File: config.mk
export PLATFORM = sky130hd
export DESIGN_NAME = dct_1d
export DESIGN_NICKNAME = d
export VERILOG_FILES = /design/src/common/dct_pkg.sv /design/src/hw/dct_1d/dct_1d.sv
export SDC_FILE = /design/constraint.sdc
export NUM_CORES = 2
export LEC_CHECK = 0
export ABC_AREA = 0
export CAP_MARGIN = 10
export CORE_UTILIZATION = 56
export DETAILED_ROUTE_END_ITERATION = 12
export DONT_BUFFER_PORTS = 1
export PLACE_DENSITY = 0.71
export SLEW_MARGIN = 10
export SYNTH_ARGS = -nofsm -noshare
export SYNTH_HDL_FRONTEND = slang
export SYNTH_SLANG_ARGS = --single-unit
File: constraint.sdc
create_clock -name clk -period 24 [get_ports clk]
set_clock_uncertainty 0.15 [all_clocks]
set_input_delay 4.8 -clock clk [delete_from_list [all_inputs] [get_ports clk]]
set_output_delay 4.8 -clock clk [all_outputs]
set_load 0.02 [all_outputs]
File: src/common/dct_pkg.sv
// DCT shared definitions
// Word widths, the rounded cosine table and the JPEG zigzag order
package dct_pkg;

    // Word widths --------
    localparam int dw = 8;          // Pixel in, signed after level shift
    localparam int cw = 12;         // After the row pass
    localparam int qw = 15;         // After the column pass, also output width

    localparam int cos_frac = 7;    // Fraction bits of cos_tab, floor shift per pass

    // Cosine table --------
    // Entry [k][n] = round(128 * cos((2n+1)*k*pi/16))
    // Row 0 uses 128/sqrt(2) so no extra DC scaling is needed
    localparam logic signed [7:0] cos_tab [0:7][0:7] = '{
        '{  91,   91,   91,   91,   91,   91,   91,   91},
        '{ 126,  106,   71,   25,  -25,  -71, -106, -126},
        '{ 118,   49,  -49, -118, -118,  -49,   49,  118},
        '{ 106,  -25, -126,  -71,   71,  126,   25, -106},
        '{  91,  -91,  -91,   91,   91,  -91,  -91,   91},
        '{  71, -126,   25,  106, -106,  -25,  126,  -71},
        '{  49, -118,  118,  -49,  -49,  118, -118,   49},
        '{  25,  -71,  106, -126,  126, -106,   71,  -25}
    };

    // Zigzag order --------
    // Position i -> raster index (row*8 + col), row = vertical frequency
    localparam logic [5:0] zz_tab [0:63] = '{
         0,  1,  8, 16,  9,  2,  3, 10,
        17, 24, 32, 25, 18, 11,  4,  5,
        12, 19, 26, 33, 40, 48, 41, 34,
        27, 20, 13,  6,  7, 14, 21, 28,
        35, 42, 49, 56, 57, 50, 43, 36,
        29, 22, 15, 23, 30, 37, 44, 51,
        58, 59, 52, 45, 38, 31, 39, 46,
        53, 60, 61, 54, 47, 55, 62, 63
    };

endpackage

File: src/hw/dct_1d/dct_1d.sv
// 1-D 8-point forward DCT
// One row (or column) per beat, direct multiply by the cosine table
// Two-stage pipeline with valid/hold flow control
`timescale 1ns/100ps

module dct_1d #(
    parameter int in_w  = dct_pkg::dw,  // Input word width
    parameter int out_w = dct_pkg::cw   // Output word width
) (
    input  logic                    clk,
    input  logic                    arst_n,
    input  logic signed [in_w-1:0]  d [8],
    input  logic                    d_valid,
    output logic                    d_hold,
    input  logic [2:0]              d_cnt,
    output logic signed [out_w-1:0] q [8],
    output logic                    q_valid,
    input  logic                    q_hold,
    output logic [2:0]              q_cnt
);
    import dct_pkg::*;

    // Accumulator wide enough for 8 products of in_w x 8 bits
    localparam int acc_w = in_w + 11;

    logic signed [in_w-1:0]  s1_d [8];  // Stage 1 row
    logic [2:0]              s1_cnt;
    logic                    s1_valid;
    logic                    s1_adv;    // Stage 1 may load
    logic                    s2_adv;    // Stage 2 may load
    logic signed [out_w-1:0] sum [8];   // Scaled dot products

    // Flow control --------
    assign s2_adv = !q_valid || !q_hold;    // Empty or draining
    assign s1_adv = !s1_valid || s2_adv;
    assign d_hold = !s1_adv;                // Both stages full, output held

    // Stage 1: input register
    always_ff @(posedge clk or negedge arst_n) begin
        if (!arst_n) begin
            s1_valid <= 1'b0;
        end else if (s1_adv) begin
            s1_valid <= d_valid;
        end
    end

    always_ff @(posedge clk) begin
        if (s1_adv && d_valid) begin
            s1_d   <= d;
            s1_cnt <= d_cnt;
        end
    end

    // Dot product of the row with each cosine basis vector
    always_comb begin
        logic signed [acc_w-1:0] acc;
        for (int k = 0; k < 8; k++) begin
            acc = '0;
            for (int n = 0; n < 8; n++) begin
                acc = acc + acc_w'(s1_d[n]) * acc_w'(cos_tab[k][n]);
            end
            sum[k] = out_w'(acc >>> cos_frac);  // Arithmetic shift floors
        end
    end

    // Stage 2: output register
    always_ff @(posedge clk or negedge arst_n) begin
        if (!arst_n) begin
            q_valid <= 1'b0;
        end else if (s2_adv) begin
            q_valid <= s1_valid;
        end
    end

    always_ff @(posedge clk) begin
        if (s2_adv && s1_valid) begin
            q     <= sum;
            q_cnt <= s1_cnt;   // Index rides along with its row
        end
    end

endmodule

* Word-level counts from Yosys, hierarchy flattened
Index checks and enable logic that the tools add are counted.
** Word-level totals
- Bits of input ports :: 71
- Word-level logic and storage cells :: 144
- Flip-flop bits (word level) :: 168
** Cells by class
- $mul :: 60
- Add/sub/neg operators :: 56
- Reduce and logical (&&, ||, !) cells :: 8
** Operator list (count)
- 8-bit by 7-bit multiplier with 15-bit output (second input constant) :: 32
- 19-bit by 16-bit adder with 19-bit output :: 24
- 8-bit by 8-bit multiplier with 16-bit output (second input constant) :: 20
- 18-bit by 16-bit adder with 19-bit output :: 6
- 8-bit by 6-bit multiplier with 14-bit output (second input constant) :: 8
- 17-bit by 16-bit adder with 18-bit output :: 6
- 19-bit by 14-bit adder with 19-bit output :: 4
- 19-bit by 15-bit adder with 19-bit output :: 4
- 16-bit by 16-bit adder with 17-bit output :: 4
- 18-bit by 14-bit adder with 19-bit output :: 1
- 18-bit by 15-bit adder with 19-bit output :: 1
- 17-bit by 14-bit adder with 18-bit output :: 1
- 17-bit by 15-bit adder with 18-bit output :: 1
- 14-bit by 16-bit adder with 17-bit output :: 1
- 15-bit by 16-bit adder with 17-bit output :: 1
- 16-bit by 14-bit adder with 17-bit output :: 1
- 16-bit by 15-bit adder with 17-bit output :: 1
- 1-bit logical NOT :: 4
- 1-bit logical AND :: 2
- 1-bit logical OR :: 2

* Depth between registers and ports, before layout
- Word-level depth :: 8
- Mapped depth :: 39
- Mapped depth without buffers :: 39

* Worst setup path after synthesis
OpenSTA, ideal clock, no wires.
- Path kind :: input to register
- From :: in q_hold
- To :: reg q[0] (netlist bit) (enable)
- Stages :: 1
- Setup slack :: 11.200 ns
- Arrival time :: 11.942 ns
- Setup time :: 0.708 ns
- Required time :: 23.142 ns
- Cell sequence :: a21boi_0
** On the way
- Word-level cells in the longest chain between the ends :: 3
** RTL lines
- from (decl) :: line dct_1d.sv:18 : input logic q_hold,
- 1-bit logical NOT :: line dct_1d.sv:34 : assign s2_adv = !q_valid || !q_hold;
- 1-bit logical OR :: line dct_1d.sv:34
- 1-bit logical AND :: line dct_1d.sv:76 : if (s2_adv && s1_valid) begin
- to (signal assigned) :: line dct_1d.sv:77 : q <= sum;
- to (decl) :: line dct_1d.sv:16 : output logic signed [out_w-1:0] q [8],
No other way between the ends.
A chain may end at the register's enable or synchronous reset.

==> metrics.yaml <==
status: "finished clean"
die_y_um: 401
fin_setup_tns_ns: 0
clk_latency_ns: 0.62
crit_fanout: 10
critPathSlowestCell: "o21ai_0"
yosys.area.top_type: "fa_1"
hp-class: "reg2reg"
cts_tree: "built"
die_x_um: 401
max_freq_ghz: 0.0766
coreArea_um2: 157000
portBuffers: 0
gr-total-overflow: 0
antenna_left: 0
grt_pass1_wl_mm: 539
dieArea_um2: 161000
synth_top_area_frac: 0.428
synth_fp_nets: 12573
slowest_delay_ns: 0.86
vias_per_cell: 5.80
ys_seq_elements: 168
initial_core_util: 0.567
nFillCells: 13661
relSlewSlack: 0.0889
area_growth_pct: 4.66
critPathCaptureType: "flip-flop"
synth_ff_type: "edfxtp_1"
path_class: "reg2reg"
hold_buffers: 0
cts_sinks: 168
period_needed_ns: 13.06
grt_pass1_vias: 67535
clk_pin_slew_ns: 0.09
post_cts_buffers: 0
syn_inst: 8956
rows: 145
ys_top_cells_by_count: "inv_1, fa_1, ha_1"
drc: 0
cpMostUsedCell: "fa_1"
synthArstFlopShare: 0.0119
num_vias: 64754
post_cts_resized: 0
grt_max_degree: 66
worst_pin_slew_ns: 1.35
period_share: 0.544
start_kind: "flip-flop"
synth_warnings: 0
drive_gt1_frac: 0.0284
drv_cap: 0
synth_edf_count: 166
wl_mm: 389
wl_per_cell_um: 34.9
ioPinCount: 172
syn-cell-area_um2: 89100
firstDrtPassIters: 8
hpwlAfterDp_mm: 336
grt_usage: 0.498
rsz0062_at_grt: "no"
cts_max_level: 4
antenna_found_initial: 16
gp_congestion: 1.12
arrival_ns: 13.27
synth.avg_cell_area_um2: 9.94
yosysMostFrequentCell: "inv_1"
synth_cell_types: 81
nNetsFinal: 12692
clk_path_buf_depth: 2
drtIter0Drc: 7875
setup_violations: 0
worstPathRequired_ns: 24.22
synth.area.top_cells: "fa_1, ha_1, inv_1"
synth_seq_area_share: 0.0565
slew_viol_final: 0
hold_viol: 0
numCtsBuffers: 17
cts-root-buf: "clkbuf_16"
## critical path, delay by kind of cell, from the launching register on
kind / cells / cell delay (ns)
buffers and inverters: 8 / 1.19
and+or+nand+nor: 2 / 0.84
DFF: 1 / 0.81
AOI/OAI and AO/OA: 8 / 3.24
adders and majority gates: 14 / 6.44
xor gates and xnor gates: 1 / 0.12
## flip-flops by register name (all words and copies together), names as in the netlist
register	cells
s1_d	64
q_cnt	3
s1_cnt	3
q_valid	1
q	96
s1_valid	1
## metrics by stage
| step | util | std cells | instance area (um^2) | setup slack, ns | hold WS, ns |
|---|---|---|---|---|---|
| after detailed placement | 0.589 | 11113 | 92600 | 11.18 | 0.258 |
| after CTS | 0.593 | 11145 | 93200 | 11.07 | 0.291 |
| after global placement | 0.589 | 11113 | 92600 | 11.24 | 0.267 |
| final | 0.593 | 11157 | 93200 | 10.94 | 0.289 |
| after global routing | 0.593 | 11147 | 93200 | 10.57 | 0.297 |
| after floorplan | - | 8956 | 89100 | 11.20 | 0.250 |
## area by class of cell
class | instances | area, um^2 | area share
clock inverters | 15 | 160 | 0.00172
well taps | 2058 | 2570 | 0.0276
inverters | 3141 | 11800 | 0.126
flip-flops and latches | 168 | 5030 | 0.0540
multi-input cells | 5604 | 72100 | 0.774
diodes | 11 | 27.5 | 0.000295
clock buffers | 17 | 425 | 0.00456
repair buffers | 143 | 1090 | 0.0117
## layout by cell type, fill, tap and decap left out, drive strengths merged, types with 22 or more instances in the layout
| cell | count |
|---|---|
| a21boi | 42 |
| a21o | 71 |
| a21oi | 199 |
| a31oi | 22 |
| and3 | 30 |
| buf | 142 |
| edfxtp | 166 |
| fa | 1906 |
| ha | 1640 |
| inv | 3145 |
| mux2i | 23 |
| nand2 | 161 |
| nand2b | 34 |
| nand3 | 60 |
| nor2 | 257 |
| nor2b | 52 |
| nor3 | 81 |
| o21a | 26 |
| o21ai | 152 |
| or2 | 34 |
| or3 | 34 |
| xnor2 | 382 |
| xor2 | 127 |
## worst paths after layout
path                                     startpoint              endpoint  slack, ns  cells past startpoint
worst max register to register   s1_d[26]$_DFFE_PP_       q[47]$_DFFE_PP_      10.94                     33
min in group asynchronous                    arst_n   q_valid$_DFFE_PN0P_       3.71                      0
max in group asynchronous                    arst_n  s1_valid$_DFFE_PN0N_      19.93                      0
worst min-delay path            s1_cnt[0]$_DFFE_PP_    q_cnt[0]$_DFFE_PP_       0.29                      0
worst min register to register  s1_cnt[0]$_DFFE_PP_    q_cnt[0]$_DFFE_PP_       0.29                      0
worst max-delay path             s1_d[26]$_DFFE_PP_       q[47]$_DFFE_PP_      10.94                     33
## per-layer routing
layer	part of all wire	wire length, um	global-route usage	vias to the layer above
met4	0.10	38800	0.395	8
met3	0.12	47800	0.165	893
met5	0.000098	38	0	-
met2	0.39	153000	0.672	4192
li1	-	-	-	26970
met1	0.38	149000	0.653	32691
## logic make-up (layout without fill, tap and decap cells)
logic type,count (synthesis),in the layout,synth area share
adder cells (fa/ha/maj),3548,3548,0.659
flip-flops,168,168,0.0565
buffers and inverters,3184,3316,0.134
other,0,11,0
multiplexers,43,43,0.00511
XOR/XNOR,510,510,0.0503
AND/OR/NAND/NOR,819,819,0.0448
AO/OA/AOI/OAI,684,684,0.0499
Power is left out: the tool's default activity adds up to more than one toggle a clock period on the data nets, which glitch-free logic cannot reach.
