## src/common/dct_pkg.sv

```systemverilog
// DCT shared definitions
// Word widths, the rounded cosine table and the JPEG zigzag order
package dct_pkg;

    // Word widths --------
    localparam int dw = 8;          // Pixel in, signed after level shift
    localparam int cw = 12;         // After the row pass
    localparam int qw = 15;         // After the column pass, also output width

    localparam int cos_frac = 7;    // Fraction bits of cos_tab, floor shift per pass

    // Cosine table --------
    // Entry [k][n] = round(128 * cos((2n+1)*k*pi/16))
    // Row 0 uses 128/sqrt(2) so no extra DC scaling is needed
    localparam logic signed [7:0] cos_tab [0:7][0:7] = '{
        '{  91,   91,   91,   91,   91,   91,   91,   91},
        '{ 126,  106,   71,   25,  -25,  -71, -106, -126},
        '{ 118,   49,  -49, -118, -118,  -49,   49,  118},
        '{ 106,  -25, -126,  -71,   71,  126,   25, -106},
        '{  91,  -91,  -91,   91,   91,  -91,  -91,   91},
        '{  71, -126,   25,  106, -106,  -25,  126,  -71},
        '{  49, -118,  118,  -49,  -49,  118, -118,   49},
        '{  25,  -71,  106, -126,  126, -106,   71,  -25}
    };

    // Zigzag order --------
    // Position i -> raster index (row*8 + col), row = vertical frequency
    localparam logic [5:0] zz_tab [0:63] = '{
         0,  1,  8, 16,  9,  2,  3, 10,
        17, 24, 32, 25, 18, 11,  4,  5,
        12, 19, 26, 33, 40, 48, 41, 34,
        27, 20, 13,  6,  7, 14, 21, 28,
        35, 42, 49, 56, 57, 50, 43, 36,
        29, 22, 15, 23, 30, 37, 44, 51,
        58, 59, 52, 45, 38, 31, 39, 46,
        53, 60, 61, 54, 47, 55, 62, 63
    };

endpackage

```

## src/hw/transpose/transpose_buf.sv

```systemverilog
// Transpose buffer between the row and column DCT passes
// Ping-pong pair of 8x8 banks, rows written in, columns read out
`timescale 1ns/100ps

module transpose_buf (
    input  logic                          clk,
    input  logic                          arst_n,
    input  logic signed [dct_pkg::cw-1:0] d [8],
    input  logic [2:0]                    d_cnt,
    input  logic                          d_valid,
    output logic                          d_hold,
    output logic signed [dct_pkg::cw-1:0] q [8],
    output logic [2:0]                    q_cnt,
    output logic                          q_valid,
    input  logic                          q_hold
);
    import dct_pkg::*;

    logic signed [cw-1:0] mem [2][8][8];  // [bank][row][col]
    logic [1:0]           full;           // Bank holds a complete block
    logic                 wr_bank;        // Bank being filled
    logic                 rd_bank;        // Bank being drained
    logic                 wr_en;
    logic                 rd_en;

    // Write side --------
    // The write bank is only full when the read bank is full too
    assign d_hold = full[wr_bank];
    assign wr_en  = d_valid && !d_hold;

    always_ff @(posedge clk) begin
        if (wr_en) begin
            for (int c = 0; c < 8; c++) begin
                mem[wr_bank][d_cnt][c] <= d[c];   // Row position from sender index
            end
        end
    end

    // Read side --------
    assign q_valid = full[rd_bank];
    assign rd_en   = q_valid && !q_hold;

    always_comb begin
        for (int r = 0; r < 8; r++) begin
            q[r] = mem[rd_bank][r][q_cnt];   // One column per beat
        end
    end

    // Bank pointers and full flags
    always_ff @(posedge clk or negedge arst_n) begin
        if (!arst_n) begin
            full    <= 2'b00;
            wr_bank <= 1'b0;
            rd_bank <= 1'b0;
            q_cnt   <= 3'd0;
        end else begin
            if (wr_en && d_cnt == 3'd7) begin
                full[wr_bank] <= 1'b1;     // Last row in, block readable
                wr_bank       <= ~wr_bank;
            end
            if (rd_en) begin
                q_cnt <= q_cnt + 3'd1;     // Wraps after column 7
                if (q_cnt == 3'd7) begin
                    full[rd_bank] <= 1'b0; // Bank free for the writer
                    rd_bank       <= ~rd_bank;
                end
            end
        end
    end

endmodule

```

## config.mk

```make
export PLATFORM = sky130hd
export DESIGN_NAME = transpose_buf
export DESIGN_NICKNAME = d
export VERILOG_FILES = /design/src/common/dct_pkg.sv /design/src/hw/transpose/transpose_buf.sv
export SDC_FILE = /design/constraint.sdc
export NUM_CORES = 2
export LEC_CHECK = 0
export ABC_AREA = 0
export ABC_CLOCK_PERIOD_IN_PS = 7500
export BUFFER_PORTS_ARGS = -buffer_cell sky130_fd_sc_hd__buf_2
export CORE_MARGIN = 2
export CORE_UTILIZATION = 55
export CTS_CLUSTER_SIZE = 20
export DETAILED_ROUTE_END_ITERATION = 8
export PLACE_DENSITY = 0.72
export SLEW_MARGIN = 30
export SYNTH_ARGS = -nofsm -noshare
export SYNTH_HDL_FRONTEND = slang
export SYNTH_SLANG_ARGS = --single-unit
```

## constraint.sdc

```tcl
create_clock -name clk -period 7.5 [get_ports clk]
set_input_delay 2.25 -clock clk [delete_from_list [all_inputs] [get_ports clk]]
set_output_delay 2.25 -clock clk [all_outputs]
set_load 0.1 [all_outputs]
```

# Word-level counts from Yosys, hierarchy flattened
# Memories as Yosys holds them, arrays and structs flattened.
# Index checks and enable logic that the tools add are counted.
# op_classes
add_sub_neg	1
magnitude_cmp	7
eq_ne	2
muxes	5436
bitwise	5383
reduce_logical	9
# ops
cell	count
$mux W768	8
$mux W1	5383
$or A1 B1 Y1	5376
$demux W96 S3	8
$bmux W12 S3	8
$mux W12	17
$mux W96	1
$mux W84	1
$mux W72	1
$mux W60	1
$mux W48	1
$mux W36	1
$mux W24	1
$ge A4 B4 Y1 const B	2
$not A3 Y4	2
$eq A3 B3 Y1 const B	2
$logic_and A1 B1 Y1	6
$mux W2	3
$lt A1 B2 Y1 const B	2
$lt A4 B1 Y1 const B	1
$add A3 B1 Y3 const B	1
$and A2 B2 Y2	1
$demux W1 S1	2
$ge A1 B1 Y1 const B	2
other kinds (5)	7
# word_totals
register_bits	7
ramBits	1536
input_bits	103
out_inout_bits	101
word_cells	10843
memories	1
# mem_list
name	words	width	read_ports	rd_clocked_by_memory_dff	wr	line	rtl
mem	2	768	1	0	1	transpose_buf.sv:19	logic signed [cw-1:0] mem [2][8][8];

# Logic depth before layout (Yosys ltp)
# depth
word_depth	13
ltp_mapped	6
ltp_nobuf	5

# Worst setup path after synthesis
# Ideal clock, no wire load.
# synth_timing
path_kind	in2reg
start	input d_valid
end	memory mem[0][0] (netlist bit), enable pin
setup_time_ns	0.552
t_arrival_ns	7.055
t_required_ns	6.948
slack_ns	-0.106
cell_stages	4
path_buffers	2
path_cell_list	clkbuf_1 > clkbuf_1 > nand4_1 > nor2_1
# synth_between
elab_chain_len	10
elab_cells_between_ends	17
cone_classes	9 x mux; 7 x bitwise; 1 x reduce/logical
# synth_rtl
item	line	rtl
from (decl)	transpose_buf.sv:10	input logic d_valid,
$logic_and A1 B1 Y1 (*)	transpose_buf.sv:29	assign wr_en = d_valid && !d_hold;
$mux W1 (*)	transpose_buf.sv:32	if (wr_en) begin
$mux W768 (not written as such)	transpose_buf.sv:34	mem[wr_bank][d_cnt][c] <= d[c];
$or A1 B1 Y1 (no source line) (6 in series)	--	
$or A1 B1 Y1 (no source line) (*)	--	
to (decl)	transpose_buf.sv:19	
# Mark *: on every way between the ends. The rest lies on a longest branch, timed or not.

==> flow_summary.yaml <==
timing:
  slew_headroom: 0.3109
  hold_slack_ps: 633.6
  slew_viol_final: 0
  finalHoldViolations: 0
  worst_pin_slew_ps: 1020
  setup_violations: 0
  timing.fmax_mhz: 168.9
  fin_worst_skew_ps: 16.21
  min_period_ps: 5921
  fin_ws_ps: 1579
  rsz0062_at_grt: "false"
  fin_crit_sh: 0.7895
clock_network:
  clk_root_buffer_cell: "clkbuf_16"
  clk_pin_slew_ps: 60
  post_cts_buffers: 0
  cts_tree: "yes"
  clkSinkCount: 1543
  clk_latency_ps: 760
  post_cts_resize_count: 0
  htreeDepth: 4
  cts_made_buffers: 153
  clockBufferDepth: 3
  cts_hold_buf: 0
floorplanning:
  die_h_um: 348.0
  io_pins: 204
  start_util: 0.5528
  fp.dieW_um: 348.0
  core_area_sq_um: 117800
  dieArea_sq_um: 121100
  rows: 126
cells_and_area:
  drive_gt1_frac: 0.2903
  finish.utilization: 0.6240
  fin_nets: 3568
  areaGrowthSynthToFinish_pct: 12.88
logic_synthesis:
  synth.area.mux_share: 0.1918
  synth.largest_area_cell: "edfxtp_1"
  synth_area_sq_um: 65100
  yosysMostFrequentCell: "edfxtp_1"
  ys_seq_elements: 1543
  synth_top_family_by_area: "multiplexers"
  synth_compound_area_frac: 0.06788
  yosysTopAreaCellShare: 0.7085
  synth-async-reset-ratio: 0.004537
  synth.avg_cell_area_sq_um: 19.93
  synth-simple-area-share: 0.009802
  synth_edf_count: 1536
  synth-xor-area-share: 0.0001345
  netlist_instances: 3267
  synthAdderAreaFrac: 0.0003844
  synth_ff_type: "edfxtp_1"
  synthTopCellsByArea: "edfxtp_1, mux4_2, mux2_1"
  synth_nets: 3372
  yosys_warnings: 0
  synthTopCellsByCount: "edfxtp_1, mux4_2, a21o_1, mux2_1, a22oi_1"
  ys_seq_area_frac: 0.7112
  synthDistinctLibCells: 30
grt:
  grt_max_degree: 97
  grt_pass1_vias: 36220
  gr-usage-all-layers: 0.3129
  overflow: 0
  grt_pass1_wl_mm: 263.7
  antenna_found_initial: 43
worst_setup_path:
  crit_path_start: "rd_bank"
  path_cells: "buf_16 -> buf_4 -> mux4_2 -> a22oi_1 -> nand2_1 -> buf_2"
  critPathBufInv: 3
  worstSetupStartpointType: "flip-flop"
  crit_slowest_cell: "dfrtp_4"
  crit_family: "buffers and inverters"
  end_kind: "output port"
  crit_fanout: 30
  cp.arrival_ps: 3670
  required_ps: 5250
  rr_startpoint: "wr_bank"
  slowest_delay_ps: 660
  crit_type: "reg -> out"
worst_hold_path:
  worstHoldPathType: "reg -> reg"
  min_from: "full[1]"
routing:
  routedWlPerCell_um: 36.48
  drt_iter0_drc: 5399
  route.detailed.drc: 0
  firstDrtPassIters: 5
  ant_nets: 0
  avgViaCountPerCell: 6.984
  via_count: 36010
  finalWirelength_mm: 188.1
run_status:
  status: "finished clean"
run:
  drv_cap: 0
pwr:
  max-vdd-ir-drop_mv: 0.4953
  p_leak_nw: 24.93
  pwr_density_cell_nw_per_um2: 394.3
  power_mw: 28.98
placed_design:
  gp_congestion: 0.8210
  dp_slack_ps: 2019
  portBuffers: 203
  dpl.hpwl_mm: 110.7
==> metrics by stage <==
stage / setup TNS (ps) / cells / cell area [sq um]
finish: 0 / 5156 / 73490
global route: 0 / 5126 / 73410
CTS: 0 / 5122 / 73280
detailed placement: 0 / 4840 / 68290
global placement: 0 / 4835 / 68120
floorplan: -94460 / 3267 / 65100
==> worst paths after layout <==
check	end	slack, ps	cells past startpoint
worst max-delay path	q[63]	1580	6
worst min-delay path	rd_bank	630	1
worst max register to register	mem[1][740]	3730	5
worst min register to register	rd_bank	630	1
max in group asynchronous	rd_bank	5940	1
min in group asynchronous	q_cnt[0]	1330	1
==> worst reg2reg max path: stages, from the launching register on <==
cell	delay (ps)
dfrtp_1	470
mux2i_4	260
buf_4	600
nand4_1	540
nor2_4	860
buf_4	650
==> registers in the layout (all words and copies together) (netlist names) <==
name     count
mem       1536
q_cnt        3
full         2
rd_bank      1
wr_bank      1
==> layout by cell type (no fill, tap or decap), types with 2 or more instances in the layout <==
cell type	instances
inv_1	14
buf_12	29
nor2b_4	2
buf_16	8
clkinvlp_4	5
a41oi_1	41
nand2b_1	3
nor2b_2	2
a21o_1	337
a41oi_2	7
nand2_1	98
clkinv_1	33
mux4_2	384
buf_2	200
nand4_1	3
clkbuf_8	2
clkinv_2	23
diode_2	30
clkbuf_16	160
dfrtp_4	2
a22oi_1	192
edfxtp_1	1536
inv_2	2
ha_1	2
bufinv_16	15
clkbuf_1	34
inv_6	6
o21ai_0	2
dfrtp_1	5
mux2_1	240
mux2_2	99
nor2b_1	2
nor2_4	17
buf_4	63
clkinv_8	3
nor4_4	8
==> cell type report <==
class / count / area [sq um]
multi-input cells: 1449 / 17850
clock buffers: 196 / 4159
diodes: 30 / 75.07
well taps: 1536 / 1922
inverters: 16 / 60.06
flip-flops and latches: 1543 / 46310
repair buffers: 300 / 2275
clock inverters: 86 / 837.1
fillers: 7885 / 44280
==> power by group <==
group	total, mW	leakage, nW	internal, mW	switching [mW]
logic	11.3	8.57	2.96	8.35
clock network	7.65	2.43	4.44	3.21
registers	10.0	13.9	9.88	0.137
==> cells by family after synthesis <==
| group | Yosys count |
|---|---|
| flops | 1543 |
| fa+ha+maj | 2 |
| xor+xnor | 1 |
| simple gates | 140 |
| mux | 724 |
| compound gates | 582 |
| buf+inv | 275 |
==> layer usage <==
| metal | track usage | share of wire |
|---|---|---|
| met1 | 0.4147 | 0.35 |
| met2 | 0.4971 | 0.49 |
| met3 | 0.07397 | 0.12 |
| met4 | 0.1443 | 0.044 |
| met5 | 0 | 0.00029 |
Note: power is estimated with default switching activity, not from simulation.
